==> src/common/mul_pkg.sv <==
// Multiplier arithmetic constants
package mul_pkg;

  // Operand and product widths
  localparam int op_width   = 16;
  localparam int byte_width = 8;
  localparam int prod_width = 32;

  // Carry-lookahead grouping for the 32-bit adders
  localparam int group_width = 4;
  localparam int num_groups  = prod_width / group_width;

  // Cross products land one byte up
  localparam int cross_shift = 8;

  // Start to done latency of the core
  localparam int pipe_depth = 2;

endpackage

==> src/common/wb_pkg.sv <==
// Wishbone register map
package wb_pkg;

  localparam int wb_data_width = 32;
  localparam int wb_addr_width = 2;

  // Word addresses
  localparam logic [wb_addr_width-1:0] addr_operands = wb_addr_width'(0);
  localparam logic [wb_addr_width-1:0] addr_product  = wb_addr_width'(1);
  localparam logic [wb_addr_width-1:0] addr_status   = wb_addr_width'(2);

  // Status word layout
  localparam int status_busy_bit = 0;

  // Operand register as seen by the bus and by the core
  // pair[1] is operand b, pair[0] is operand a
  typedef union packed {
    logic [wb_data_width-1:0]                raw;
    logic [1:0][wb_data_width/2-1:0]         pair;
  } operand_word_u;

endpackage

==> src/mul16/array_mul8.sv <==
// Exact 8x8 carry-save array multiplier
`timescale 1ns/1ps

module array_mul8
  import mul_pkg::*;
(
  input  logic [byte_width-1:0]   a,
  input  logic [byte_width-1:0]   b,
  output logic [2*byte_width-1:0] p
);

  // pp[i][j] = a[j] & b[i], weight 2^(i+j)
  logic [byte_width-1:0] pp [byte_width];
  // Row sums and carries of the carry-save array
  logic [byte_width-1:0] s  [byte_width];
  logic [byte_width-2:0] c  [1:byte_width-1];
  // Carries of the final ripple row
  logic [byte_width-1:1] r;

  genvar i, j;

  generate
    for (i = 0; i < byte_width; i++) begin : g_row
      for (j = 0; j < byte_width; j++) begin : g_and
        assign pp[i][j] = a[j] & b[i];
      end

      // Top bit of each row passes down to the next one
      assign s[i][byte_width-1] = pp[i][byte_width-1];

      if (i == 0) begin : g_first
        assign s[0][byte_width-2:0] = pp[0][byte_width-2:0];
      end else if (i == 1) begin : g_half
        for (j = 0; j < byte_width-1; j++) begin : g_ha
          assign s[1][j] = s[0][j+1] ^ pp[1][j];
          assign c[1][j] = s[0][j+1] & pp[1][j];
        end
      end else begin : g_full
        for (j = 0; j < byte_width-1; j++) begin : g_fa
          assign s[i][j] = s[i-1][j+1] ^ pp[i][j] ^ c[i-1][j];
          assign c[i][j] = (s[i-1][j+1] & pp[i][j]) |
                           (s[i-1][j+1] & c[i-1][j]) |
                           (pp[i][j] & c[i-1][j]);
        end
      end

      // Low product bits fall out of the array one per row
      assign p[i] = s[i][0];
    end

    // Carry-propagate row for the upper byte
    for (j = 0; j < byte_width-1; j++) begin : g_ripple
      if (j == 0) begin : g_ha
        assign p[byte_width] = s[byte_width-1][1] ^ c[byte_width-1][0];
        assign r[1]          = s[byte_width-1][1] & c[byte_width-1][0];
      end else begin : g_fa
        assign p[byte_width+j] = s[byte_width-1][j+1] ^ c[byte_width-1][j] ^ r[j];
        assign r[j+1] = (s[byte_width-1][j+1] & c[byte_width-1][j]) |
                        (s[byte_width-1][j+1] & r[j]) |
                        (c[byte_width-1][j] & r[j]);
      end
    end
  endgenerate

  assign p[2*byte_width-1] = r[byte_width-1];

endmodule

==> src/mul16/cla32.sv <==
// 32-bit two-level carry-lookahead adder
`timescale 1ns/1ps

module cla32
  import mul_pkg::*;
(
  input  logic [prod_width-1:0] a,
  input  logic [prod_width-1:0] b,
  output logic [prod_width-1:0] sum
);

  logic [prod_width-1:0] p, g;
  logic [num_groups-1:0] gp, gg, gc;

  function automatic logic group_gen(input logic [group_width-1:0] pg,
                                     input logic [group_width-1:0] gn);
    logic acc;
    acc = 1'b0;
    for (int n = 0; n < group_width; n++) begin
      acc = gn[n] | (pg[n] & acc);
    end
    return acc;
  endfunction

  assign p = a ^ b;
  assign g = a & b;

  // Group carry-ins straight from group p/g, no carry-in term
  always_comb begin
    logic term;
    for (int k = 0; k < num_groups; k++) begin
      gc[k] = 1'b0;
      for (int m = 0; m < k; m++) begin
        term = gg[m];
        for (int n = m + 1; n < k; n++) begin
          term = term & gp[n];
        end
        gc[k] = gc[k] | term;
      end
    end
  end

  genvar k;

  generate
    for (k = 0; k < num_groups; k++) begin : g_grp
      logic [group_width-1:0] pk, gk, ck;

      assign pk    = p[k*group_width +: group_width];
      assign gk    = g[k*group_width +: group_width];
      assign gp[k] = &pk;
      assign gg[k] = group_gen(pk, gk);

      // Bit carries inside the group
      always_comb begin
        logic term;
        for (int m = 0; m < group_width; m++) begin
          term = gc[k];
          for (int n = 0; n < m; n++) begin
            term = term & pk[n];
          end
          ck[m] = term;
          for (int n = 0; n < m; n++) begin
            term = gk[n];
            for (int q = n + 1; q < m; q++) begin
              term = term & pk[q];
            end
            ck[m] = ck[m] | term;
          end
        end
      end

      assign sum[k*group_width +: group_width] = pk ^ ck;
    end
  endgenerate

endmodule

==> src/mul16/mul16_core.sv <==
// Pipelined 16x16 multiplier
`timescale 1ns/1ps

module mul16_core
  import mul_pkg::*;
(
  input  logic                  clk,
  input  logic                  arst_n,
  input  logic                  start,
  input  logic [op_width-1:0]   op_a,
  input  logic [op_width-1:0]   op_b,
  output logic                  done,
  output logic                  busy,
  output logic [prod_width-1:0] product
);

  logic [2*byte_width-1:0] pp_ll, pp_hl, pp_lh, pp_hh;
  logic [2*byte_width-1:0] ll_q, hl_q, lh_q, hh_q;
  logic                    v1_q, v2_q;
  logic [prod_width-1:0]   llhh, lh_al, hl_al;
  logic [prod_width-1:0]   sum_mid, sum_fin;
  logic [prod_width-1:0]   prod_q;

  // Byte products, named by a half then b half
  array_mul8 i_mul_ll (.a(op_a[byte_width-1:0]),        .b(op_b[byte_width-1:0]),        .p(pp_ll));
  array_mul8 i_mul_hl (.a(op_a[op_width-1:byte_width]), .b(op_b[byte_width-1:0]),        .p(pp_hl));
  array_mul8 i_mul_lh (.a(op_a[byte_width-1:0]),        .b(op_b[op_width-1:byte_width]), .p(pp_lh));
  array_mul8 i_mul_hh (.a(op_a[op_width-1:byte_width]), .b(op_b[op_width-1:byte_width]), .p(pp_hh));

  always_ff @(posedge clk or negedge arst_n) begin
    if (!arst_n) begin
      v1_q <= 1'b0;
      v2_q <= 1'b0;
    end else begin
      v1_q <= start;
      v2_q <= v1_q;
    end
  end

  always_ff @(posedge clk) begin
    if (start) begin
      ll_q <= pp_ll;
      hl_q <= pp_hl;
      lh_q <= pp_lh;
      hh_q <= pp_hh;
    end
    if (v1_q) begin
      prod_q <= sum_fin;
    end
  end

  // hh and ll do not overlap, so they just concatenate
  assign llhh  = {hh_q, ll_q};
  assign lh_al = {{(prod_width-2*byte_width){1'b0}}, lh_q} << cross_shift;
  assign hl_al = {{(prod_width-2*byte_width){1'b0}}, hl_q} << cross_shift;

  cla32 i_add_lh (.a(llhh),    .b(lh_al), .sum(sum_mid));
  cla32 i_add_hl (.a(sum_mid), .b(hl_al), .sum(sum_fin));

  assign product = prod_q;
  assign done    = v2_q;
  assign busy    = v1_q | v2_q;

  a_done_latency: assert property (@(posedge clk) disable iff (!arst_n)
    start |-> ##pipe_depth done);

endmodule

==> src/hw/wb_mul_regs.sv <==
// Multiplier bus registers
`timescale 1ns/1ps

module wb_mul_regs
  import mul_pkg::*;
  import wb_pkg::*;
(
  input  logic                     clk,
  input  logic                     arst_n,
  input  logic                     wb_cyc,
  input  logic                     wb_stb,
  input  logic                     wb_we,
  input  logic [wb_addr_width-1:0] wb_adr,
  input  logic [wb_data_width-1:0] wb_dat_w,
  output logic [wb_data_width-1:0] wb_dat_r,
  output logic                     wb_ack,
  output logic                     start,
  output logic [op_width-1:0]      op_a,
  output logic [op_width-1:0]      op_b,
  input  logic                     done,
  input  logic                     busy,
  input  logic [prod_width-1:0]    product
);

  operand_word_u            opw_q;
  logic [prod_width-1:0]    product_q;
  logic                     req;
  logic                     stall;
  logic                     ack_d;
  logic                     wr_operands;
  logic [wb_data_width-1:0] status_word;
  logic [wb_data_width-1:0] rd_data;

  // The ack cycle itself is not a new request
  assign req = wb_cyc & wb_stb & ~wb_ack;

  // A start still on its way into the core counts as busy
  assign stall = busy | start;

  // Product reads hold off until the pipeline is empty
  assign ack_d       = req & (wb_we | (wb_adr != addr_product) | ~stall);
  assign wr_operands = req & wb_we & (wb_adr == addr_operands);

  always_comb begin
    status_word = '0;
    status_word[status_busy_bit] = stall;
  end

  always_comb begin
    case (wb_adr)
      addr_operands: rd_data = opw_q.raw;
      addr_product:  rd_data = product_q;
      addr_status:   rd_data = status_word;
      default:       rd_data = '0;
    endcase
  end

  always_ff @(posedge clk or negedge arst_n) begin
    if (!arst_n) begin
      wb_ack    <= 1'b0;
      start     <= 1'b0;
      wb_dat_r  <= '0;
      opw_q     <= '0;
      product_q <= '0;
    end else begin
      wb_ack <= ack_d;
      start  <= wr_operands;
      if (wr_operands) begin
        opw_q.raw <= wb_dat_w;
      end
      if (ack_d && !wb_we) begin
        wb_dat_r <= rd_data;
      end
      if (done) begin
        product_q <= product;
      end
    end
  end

  assign op_a = opw_q.pair[0];
  assign op_b = opw_q.pair[1];

  a_ack_needs_req: assert property (@(posedge clk) disable iff (!arst_n)
    $rose(wb_ack) |-> $past(wb_cyc && wb_stb));

  a_ack_one_cycle: assert property (@(posedge clk) disable iff (!arst_n)
    wb_ack |=> !wb_ack);

endmodule

==> src/hw/wb_mul16_top.sv <==
// Wishbone multiplier top level
`timescale 1ns/1ps

module wb_mul16_top
  import mul_pkg::*;
  import wb_pkg::*;
(
  input  logic                     clk,
  input  logic                     arst_n,
  input  logic                     wb_cyc,
  input  logic                     wb_stb,
  input  logic                     wb_we,
  input  logic [wb_addr_width-1:0] wb_adr,
  input  logic [wb_data_width-1:0] wb_dat_w,
  output logic [wb_data_width-1:0] wb_dat_r,
  output logic                     wb_ack
);

  logic                  start;
  logic                  done;
  logic                  busy;
  logic [op_width-1:0]   op_a;
  logic [op_width-1:0]   op_b;
  logic [prod_width-1:0] product;

  wb_mul_regs i_wb_mul_regs (
    .clk      (clk),
    .arst_n   (arst_n),
    .wb_cyc   (wb_cyc),
    .wb_stb   (wb_stb),
    .wb_we    (wb_we),
    .wb_adr   (wb_adr),
    .wb_dat_w (wb_dat_w),
    .wb_dat_r (wb_dat_r),
    .wb_ack   (wb_ack),
    .start    (start),
    .op_a     (op_a),
    .op_b     (op_b),
    .done     (done),
    .busy     (busy),
    .product  (product)
  );

  mul16_core i_mul16_core (
    .clk     (clk),
    .arst_n  (arst_n),
    .start   (start),
    .op_a    (op_a),
    .op_b    (op_b),
    .done    (done),
    .busy    (busy),
    .product (product)
  );

endmodule

==> config.mk <==
export PLATFORM = sky130hd
export DESIGN_NAME = wb_mul16_top
export DESIGN_NICKNAME = d
export VERILOG_FILES = /design/src/common/mul_pkg.sv /design/src/common/wb_pkg.sv /design/src/mul16/array_mul8.sv /design/src/mul16/cla32.sv /design/src/mul16/mul16_core.sv /design/src/hw/wb_mul_regs.sv /design/src/hw/wb_mul16_top.sv
export SDC_FILE = /design/constraint.sdc
export NUM_CORES = 1
export LEC_CHECK = 0
export BUFFER_PORTS_ARGS = -buffer_cell sky130_fd_sc_hd__buf_2
export CORE_UTILIZATION = 53
export CTS_BUF_LIST = sky130_fd_sc_hd__clkbuf_8 sky130_fd_sc_hd__clkbuf_16
export CTS_CLUSTER_DIAMETER = 200
export DETAILED_ROUTE_END_ITERATION = 10
export GPL_ROUTABILITY_DRIVEN = 1
export PLACE_DENSITY = 0.7
export SLEW_MARGIN = 15
export SYNTH_ARGS = -nofsm -noshare
export SYNTH_HDL_FRONTEND = slang
export SYNTH_SLANG_ARGS = --single-unit
==> constraint.sdc <==
create_clock -name clk -period 8 [get_ports clk]
set_input_delay 0 -clock clk [delete_from_list [all_inputs] [get_ports clk]]
set_output_delay 0 -clock clk [all_outputs]
set_load 0.05 [all_outputs]
# Yosys cells after proc, flatten, opt, wreduce, memory -nomap -nowiden
# Cells that the tools add are included.
# totals
register_bits	196
in_bits	39
elab_cells	2058
# classes
n_eq_ne	3
muxes	1
n_bitwise	2027
reduce_logical	15
# ops
cell	count
$and A1 B1 Y1	1029
$or A1 B1 Y1	560
$xor A1 B1 Y1	416
$pmux W32 S3	1
$xor A32 B24 Y32	2
$xor A4 B4 Y4	16
$and A31 B24 Y31	2
$reduce_and A4 Y1	12
$eq A2 B1 Y1 const B	1
$eq A2 B2 Y1 const B	1
$logic_not A2 Y1	1
$ne A2 B1 Y1 const B	1
$not A1 Y1	2
$logic_and A1 B1 Y1	1
$logic_not A1 Y1	1

# Depth between registers and ports, before layout
# logic_depth
word_depth	52
ltp_mapped	23
depth_no_buf	23

# Modules after synthesis
# A second synthesis with hierarchy kept.
# hier_totals
cells_unflattened	1321
hier_area_um2	15966.6
# by_module_without_submodules
module	n_inst	cells_per_inst	area_each_um2	seq_area_each_um2
wb_mul_regs	1	288	4276.6	2452.4
array_mul8 at i_mul16_core.i_mul_hl ...	2	161	1554.0	0.0
array_mul8 at i_mul16_core.i_mul_hh ...	2	161	1552.7	0.0
mul16_core	1	100	2942.8	2932.8
cla32 at i_mul16_core.i_add_hl	1	144	1276.2	0.0
cla32 at i_mul16_core.i_add_lh	1	145	1257.5	0.0

# Worst setup path before layout
# Ideal clock, no wire load.
# synth_path
path_type	register to register
startpoint	register i_wb_mul_regs.opw_q[16] (netlist bit)
endpoint	register i_mul16_core.hl_q[14], data pin
arrival_time_ns	6.687
required_ns	7.731
setup_slack_ns	1.043
stages_incl_launch_ff	23
cell_sequence	dfrtp_1 clkbuf_1 and2_1 ha_1 inv_1 fa_1 inv_1 fa_1 inv_1 fa_1 inv_1 fa_1 inv_1 fa_1 inv_1 fa_1 ha_1 fa_1 fa_1 fa_1 fa_1 fa_1 fa_1
# synth_between
elab_chain_cells	37
# synth_lines
item	line_no	rtl
start: declaration	wb_mul_regs.sv:25	operand_word_u opw_q;
$and A1 B1 Y1	array_mul8.sv:25	assign pp[i][j] = a[j] & b[i];
$xor A1 B1 Y1 or $and A1 B1 Y1 (tied branches)	array_mul8.sv:35, array_mul8.sv:36	
$and A1 B1 Y1 (on tied branches)	array_mul8.sv:41, array_mul8.sv:42	
$or A1 B1 Y1	array_mul8.sv:41	assign c[i][j] = (s[i-1][j+1] & pp[i][j]) |
$or A1 B1 Y1	array_mul8.sv:42	(s[i-1][j+1] & c[i-1][j]) |
$and A1 B1 Y1	array_mul8.sv:42	
$or A1 B1 Y1	array_mul8.sv:41	
$or A1 B1 Y1	array_mul8.sv:42	
[... 22 more ...]	n/a	
$and A1 B1 Y1	array_mul8.sv:59	(s[byte_width-1][j+1] & r[j]) |
$or A1 B1 Y1	array_mul8.sv:58	assign r[j+1] = (s[byte_width-1][j+1] & c[byte_width-1][j]) |
$or A1 B1 Y1	array_mul8.sv:59	
$and A1 B1 Y1	array_mul8.sv:59	
$or A1 B1 Y1	array_mul8.sv:58	
$or A1 B1 Y1	array_mul8.sv:59	
$xor A1 B1 Y1 *	array_mul8.sv:57	assign p[byte_width+j] = s[byte_width-1][j+1] ^ c[byte_width-1][j] ^ r[j];
via i_mul16_core.i_mul_hl.p[14]	array_mul8.sv:9	output logic [2*byte_width-1:0] p
end signal: assignment	mul16_core.sv:43	hl_q <= pp_hl;
end: declaration	mul16_core.sv:18	logic [2*byte_width-1:0] ll_q, hl_q, lh_q, hh_q;
# The timed path passes the listed nets; every way through them passes the cells marked *.
# A chain may end at the register's enable or synchronous reset.

# Final worst setup path
# layout_path
startpoint	register i_wb_mul_regs.opw_q[17] (netlist bit)
endpoint	register i_mul16_core.hl_q[14], data pin
# Same word-level chain as after synthesis.

==> summary.md <==
| Metric | Value |
|---|---|
| Clock Latency Late Sink | 0.45 ns |
| Reg-to-reg endpoint | i_mul16_core.hl_q[14] |
| Power density over the cells | 306 nW/um^2 |
| Die Wd | 170 microns |
| # placed instances | 1664 |
| Via count normalized by instance count | 5.33 |
| # clock sinks | 196 |
| Number of nets produced by synthesis | 1579 |
| Maximum root-to-sink buffer count | 2 |
| TritonCTS clock tree | built |
| Worst R2R Setup Slack | 0.71 ns |
| FF-to-FF path depth | 21 |
| Async set-reset flop share out of synthesis | 51.0% |
| Setup repair after global routing missed its margin | no |
| Ys Warns | 0 |
| DRC errors left | 0 |
| Detailed-placement wirelength estimate | 23.7 mm |
| Lkg Pwr | 7.69 nW |
| Gr ovfl total | 0 |
| Main synth FF type | sky130_fd_sc_hd__dfrtp_1 |
| Setup total negative slack | 0 ns |
| Setup Buffers After CTS | 0 |
| Synthesized netlist cell count | 1254 |
| Post-synthesis sequential element count | 196 |
| Chip Height | 170 microns |
| Hold_buf cts | 35 |
| Per-cell routed wire length | 18.9 microns |
| Avg Cell Area, Syn | 12.0 sq um |
| Ant diodes | 0 |
| Count of non-filler cells in the finished layout | 1731 |
| Status | completed |
| Count of flip-flops with a built-in enable after synthesis | 96 |
| IR Drop Worst-Case VDD | 0.157 mV |
| Count of input and output buffers | 71 |
| Start of the worst register-to-register path | i_wb_mul_regs.opw_q[17] |
| Total track usage | 24.5% |
| Overall die area | 29100 sq um |
| Endpoint class of the critical path | flop |
| Max-slew violation total from the final report | 0 |
| Max-capacitance violation count | 0 |
| Count of final hold-check violations | 0 |
| Final clock period utilization by the worst path | 91.2% |
| RD Place Congestion | 0.841 |
| Final min period | 7.29 ns |
| Final clock skew | 0.0136 ns |
| Number of nets at the end of the flow | 1665 |
| Number of antenna violations at the first check in global routing | 0 |
| Post-synth cell types | 38 |
| Pin count of the biggest net entering global routing | 72 |
| Violation count after the first detailed-route iteration | 649 |
| Pre-Repair DR Iteration Count | 5 |
| Via count of the first global-routing pass | 9834 |
| Number of filler cells placed in the layout | 2202 |
| Worst-path fanout max | 18 |
| Worst setup path class | reg2reg |
| Part of the Yosys area used for sequential elements | 35.8% |
| Slew Limit Headroom | 24.6% |
| Vias after detailed routing | 9228 |
| Count of final setup violators | 0 |
| Endpoint required time on the critical path | 8.20 ns |
| Wire length of the first global-routing pass | 52.3 mm |
| Clock root cell | sky130_fd_sc_hd__clkbuf_16 |
| Post-CTS clock slew at the launch and capture registers of the worst setup and hold paths | 0.08 ns |
| CORE AREA | 27900 sq um |
| Max Freq | 137 MHz |
| Drt total wl | 32.7 mm |
| Initial cell density of the core | 54.0% |
| Transition time at the pin with the least slew margin | 1.13 ns |
| Min-delay worst type | in2async |
| Number of top-level pins | 72 |
| Post-CTS sizing | 0 |
| Antenna-violating nets left | 0 |
| Netlist area before placement | 15000 sq um |
| Utilization of the core after routing | 59.8% |
| Site row count | 61 |
| Critical Path Start Type | flop |
| Data arrival time of the critical path | 7.49 ns |
| TritonCTS buffer count | 17 |
| Source of the critical timing path | i_wb_mul_regs.opw_q[17] |
| Worst hold slack after final layout | 0.0526 ns |
| Maximum level of the CTS H-tree | 4 |
| Layout area overhead | 10.7% |
| Fraction of final layout cells sized beyond drive strength 1 | 15.8% |
==> worst max-delay path, cell delays in order (launching register included) <==
cell and delay [ns]:
sky130_fd_sc_hd__dfrtp_1 0.62, sky130_fd_sc_hd__and2_1 0.26, sky130_fd_sc_hd__ha_1 0.27, sky130_fd_sc_hd__inv_1 0.05
sky130_fd_sc_hd__fa_1 0.52, sky130_fd_sc_hd__inv_1 0.05, sky130_fd_sc_hd__fa_1 0.53, sky130_fd_sc_hd__inv_1 0.05
sky130_fd_sc_hd__fa_1 0.53, sky130_fd_sc_hd__inv_1 0.06, sky130_fd_sc_hd__fa_1 0.54, sky130_fd_sc_hd__inv_1 0.06
sky130_fd_sc_hd__fa_1 0.42, sky130_fd_sc_hd__inv_1 0.07, sky130_fd_sc_hd__fa_1 0.41, sky130_fd_sc_hd__ha_1 0.22
sky130_fd_sc_hd__fa_1 0.38, sky130_fd_sc_hd__fa_1 0.38, sky130_fd_sc_hd__fa_1 0.39, sky130_fd_sc_hd__fa_1 0.39
sky130_fd_sc_hd__fa_1 0.39, sky130_fd_sc_hd__fa_1 0.43
==> layout by cell type (no fill, tap or decap), types with 2 or more instances in the layout <==
cell type                         n
sky130_fd_sc_hd__a21o_1           3
sky130_fd_sc_hd__a21oi_1         14
sky130_fd_sc_hd__and2_1         156
sky130_fd_sc_hd__buf_2           70
sky130_fd_sc_hd__buf_4           17
sky130_fd_sc_hd__clkbuf_16       17
sky130_fd_sc_hd__clkinv_4         5
sky130_fd_sc_hd__dfrtp_1         98
sky130_fd_sc_hd__dfrtp_2          2
sky130_fd_sc_hd__dlygate4sd3_1   35
sky130_fd_sc_hd__edfxtp_1        96
sky130_fd_sc_hd__fa_1           202
sky130_fd_sc_hd__ha_1            84
sky130_fd_sc_hd__inv_1          190
sky130_fd_sc_hd__inv_6            2
sky130_fd_sc_hd__inv_8            2
sky130_fd_sc_hd__mux2_2          64
sky130_fd_sc_hd__mux2i_1         32
sky130_fd_sc_hd__nand2_1        139
sky130_fd_sc_hd__nand3_1          2
sky130_fd_sc_hd__nand4_1          7
sky130_fd_sc_hd__nor2_1          17
sky130_fd_sc_hd__nor3_1           8
sky130_fd_sc_hd__o21a_1          14
sky130_fd_sc_hd__o21ai_0          7
sky130_fd_sc_hd__o21bai_1         2
sky130_fd_sc_hd__o31ai_1          5
sky130_fd_sc_hd__o31ai_2         27
sky130_fd_sc_hd__xnor2_1         15
sky130_fd_sc_hd__xor2_1           3
==> cell type report <==
type	instances	area (sq um)	share of cell area [%]
multi-input cells	814	8680	52.1
clock buffers	17	425	2.56
clock inverters	15	150	0.902
well taps	378	473	2.84
repair buffers	122	828	4.97
flip-flops and latches	196	5390	32.4
inverters	189	709	4.26
==> worst max path at each step <==
stage	end	slack (ns)	depth (start not counted)
6_report	i_mul16_core.hl_q[14]	0.71	21
2_1_floorplan	i_mul16_core.hl_q[14]	1.04	22
5_1_grt	i_mul16_core.hl_q[14]	0.43	21
3_5_place_dp	i_mul16_core.hl_q[14]	0.68	21
4_1_cts	i_mul16_core.hl_q[14]	0.69	21
3_3_place_gp	i_mul16_core.hl_q[14]	0.77	21
==> cell families (layout without fill, tap and decap cells) <==
logic type	Yosys count	after routing	synth area share [%]
AND/OR/NAND/NOR	336	336	11.3
adder cells (fa/ha/maj)	286	286	33.9
buffers and inverters	244	343	6.53
flip-flops	196	196	35.8
multiplexers	96	96	6.92
AO/OA/AOI/OAI	78	78	4.48
XOR/XNOR	18	18	1.05
==> cell usage after synthesis (2+ instances only) <==
master / number / area, sq um
sky130_fd_sc_hd__a21o_1: 3 / 22.5
sky130_fd_sc_hd__o31ai_1: 5 / 37.5
sky130_fd_sc_hd__nor3_1: 8 / 40.0
sky130_fd_sc_hd__nand4_1: 7 / 43.8
sky130_fd_sc_hd__and2_1: 156 / 976
sky130_fd_sc_hd__a21oi_1: 14 / 70.1
sky130_fd_sc_hd__mux2_2: 64 / 721
sky130_fd_sc_hd__edfxtp_1: 96 / 2880
sky130_fd_sc_hd__ha_1: 84 / 1050
sky130_fd_sc_hd__xor2_1: 3 / 26.3
sky130_fd_sc_hd__inv_1: 189 / 709
sky130_fd_sc_hd__o21bai_1: 2 / 15.0
sky130_fd_sc_hd__xnor2_1: 15 / 131
sky130_fd_sc_hd__o21ai_0: 7 / 35.0
sky130_fd_sc_hd__dfrtp_1: 100 / 2500
sky130_fd_sc_hd__o31ai_2: 27 / 338
sky130_fd_sc_hd__buf_6: 8 / 90.1
sky130_fd_sc_hd__nor2_1: 17 / 63.8
sky130_fd_sc_hd__mux2i_1: 32 / 320
sky130_fd_sc_hd__nand3_1: 2 / 10.0
sky130_fd_sc_hd__nand2_1: 139 / 522
sky130_fd_sc_hd__clkbuf_1: 42 / 158
sky130_fd_sc_hd__buf_2: 5 / 25.0
sky130_fd_sc_hd__fa_1: 202 / 4040
sky130_fd_sc_hd__o21a_1: 14 / 105
==> per-layer routing <==
layer | wire, microns | global-route usage (%) | vias to the layer above | share of wire [%]
met1 | 14900 | 33.2 | 4789 | 45
met5 | 0 | 0 | - | 0
met3 | 1920 | 4.51 | 41 | 5.9
li1 | - | - | 4143 | -
met2 | 15300 | 40.0 | 255 | 47
met4 | 702 | 7.83 | 0 | 2.1
==> per-stage QoR <==
| stage | total power [mW] | area, sq um | setup slack, ns |
|---|---|---|---|
| after global routing | 5.59 | 16600 | 0.426 |
| after detailed placement | 4.30 | 15700 | 0.677 |
| after CTS | 5.17 | 16600 | 0.687 |
| after floorplan | 3.55 | 15000 | 1.04 |
| final | 5.09 | 16600 | 0.706 |
| after global placement | 4.17 | 15700 | 0.774 |
==> power by group <==
part / internal (mW) / switching [mW] / total (mW)
Combinational: 1.13 / 1.48 / 2.61
Clock: 0.438 / 0.406 / 0.844
Sequential: 1.38 / 0.266 / 1.64
Total: 2.94 / 2.15 / 5.09
==> flip-flops by register name, indices dropped and copies added (netlist names) <==
register	flops
i_wb_mul_regs.opw_q	32
i_wb_mul_regs.start	1
i_mul16_core.product	32
i_mul16_core.hh_q	16
i_mul16_core.lh_q	16
i_wb_mul_regs.wb_dat_r	32
i_wb_mul_regs.product_q	32
i_mul16_core.ll_q	16
i_mul16_core.hl_q	16
i_wb_mul_regs.wb_ack	1
i_mul16_core.v1_q	1
i_mul16_core.done	1
(Power assumes the default switching activity.)
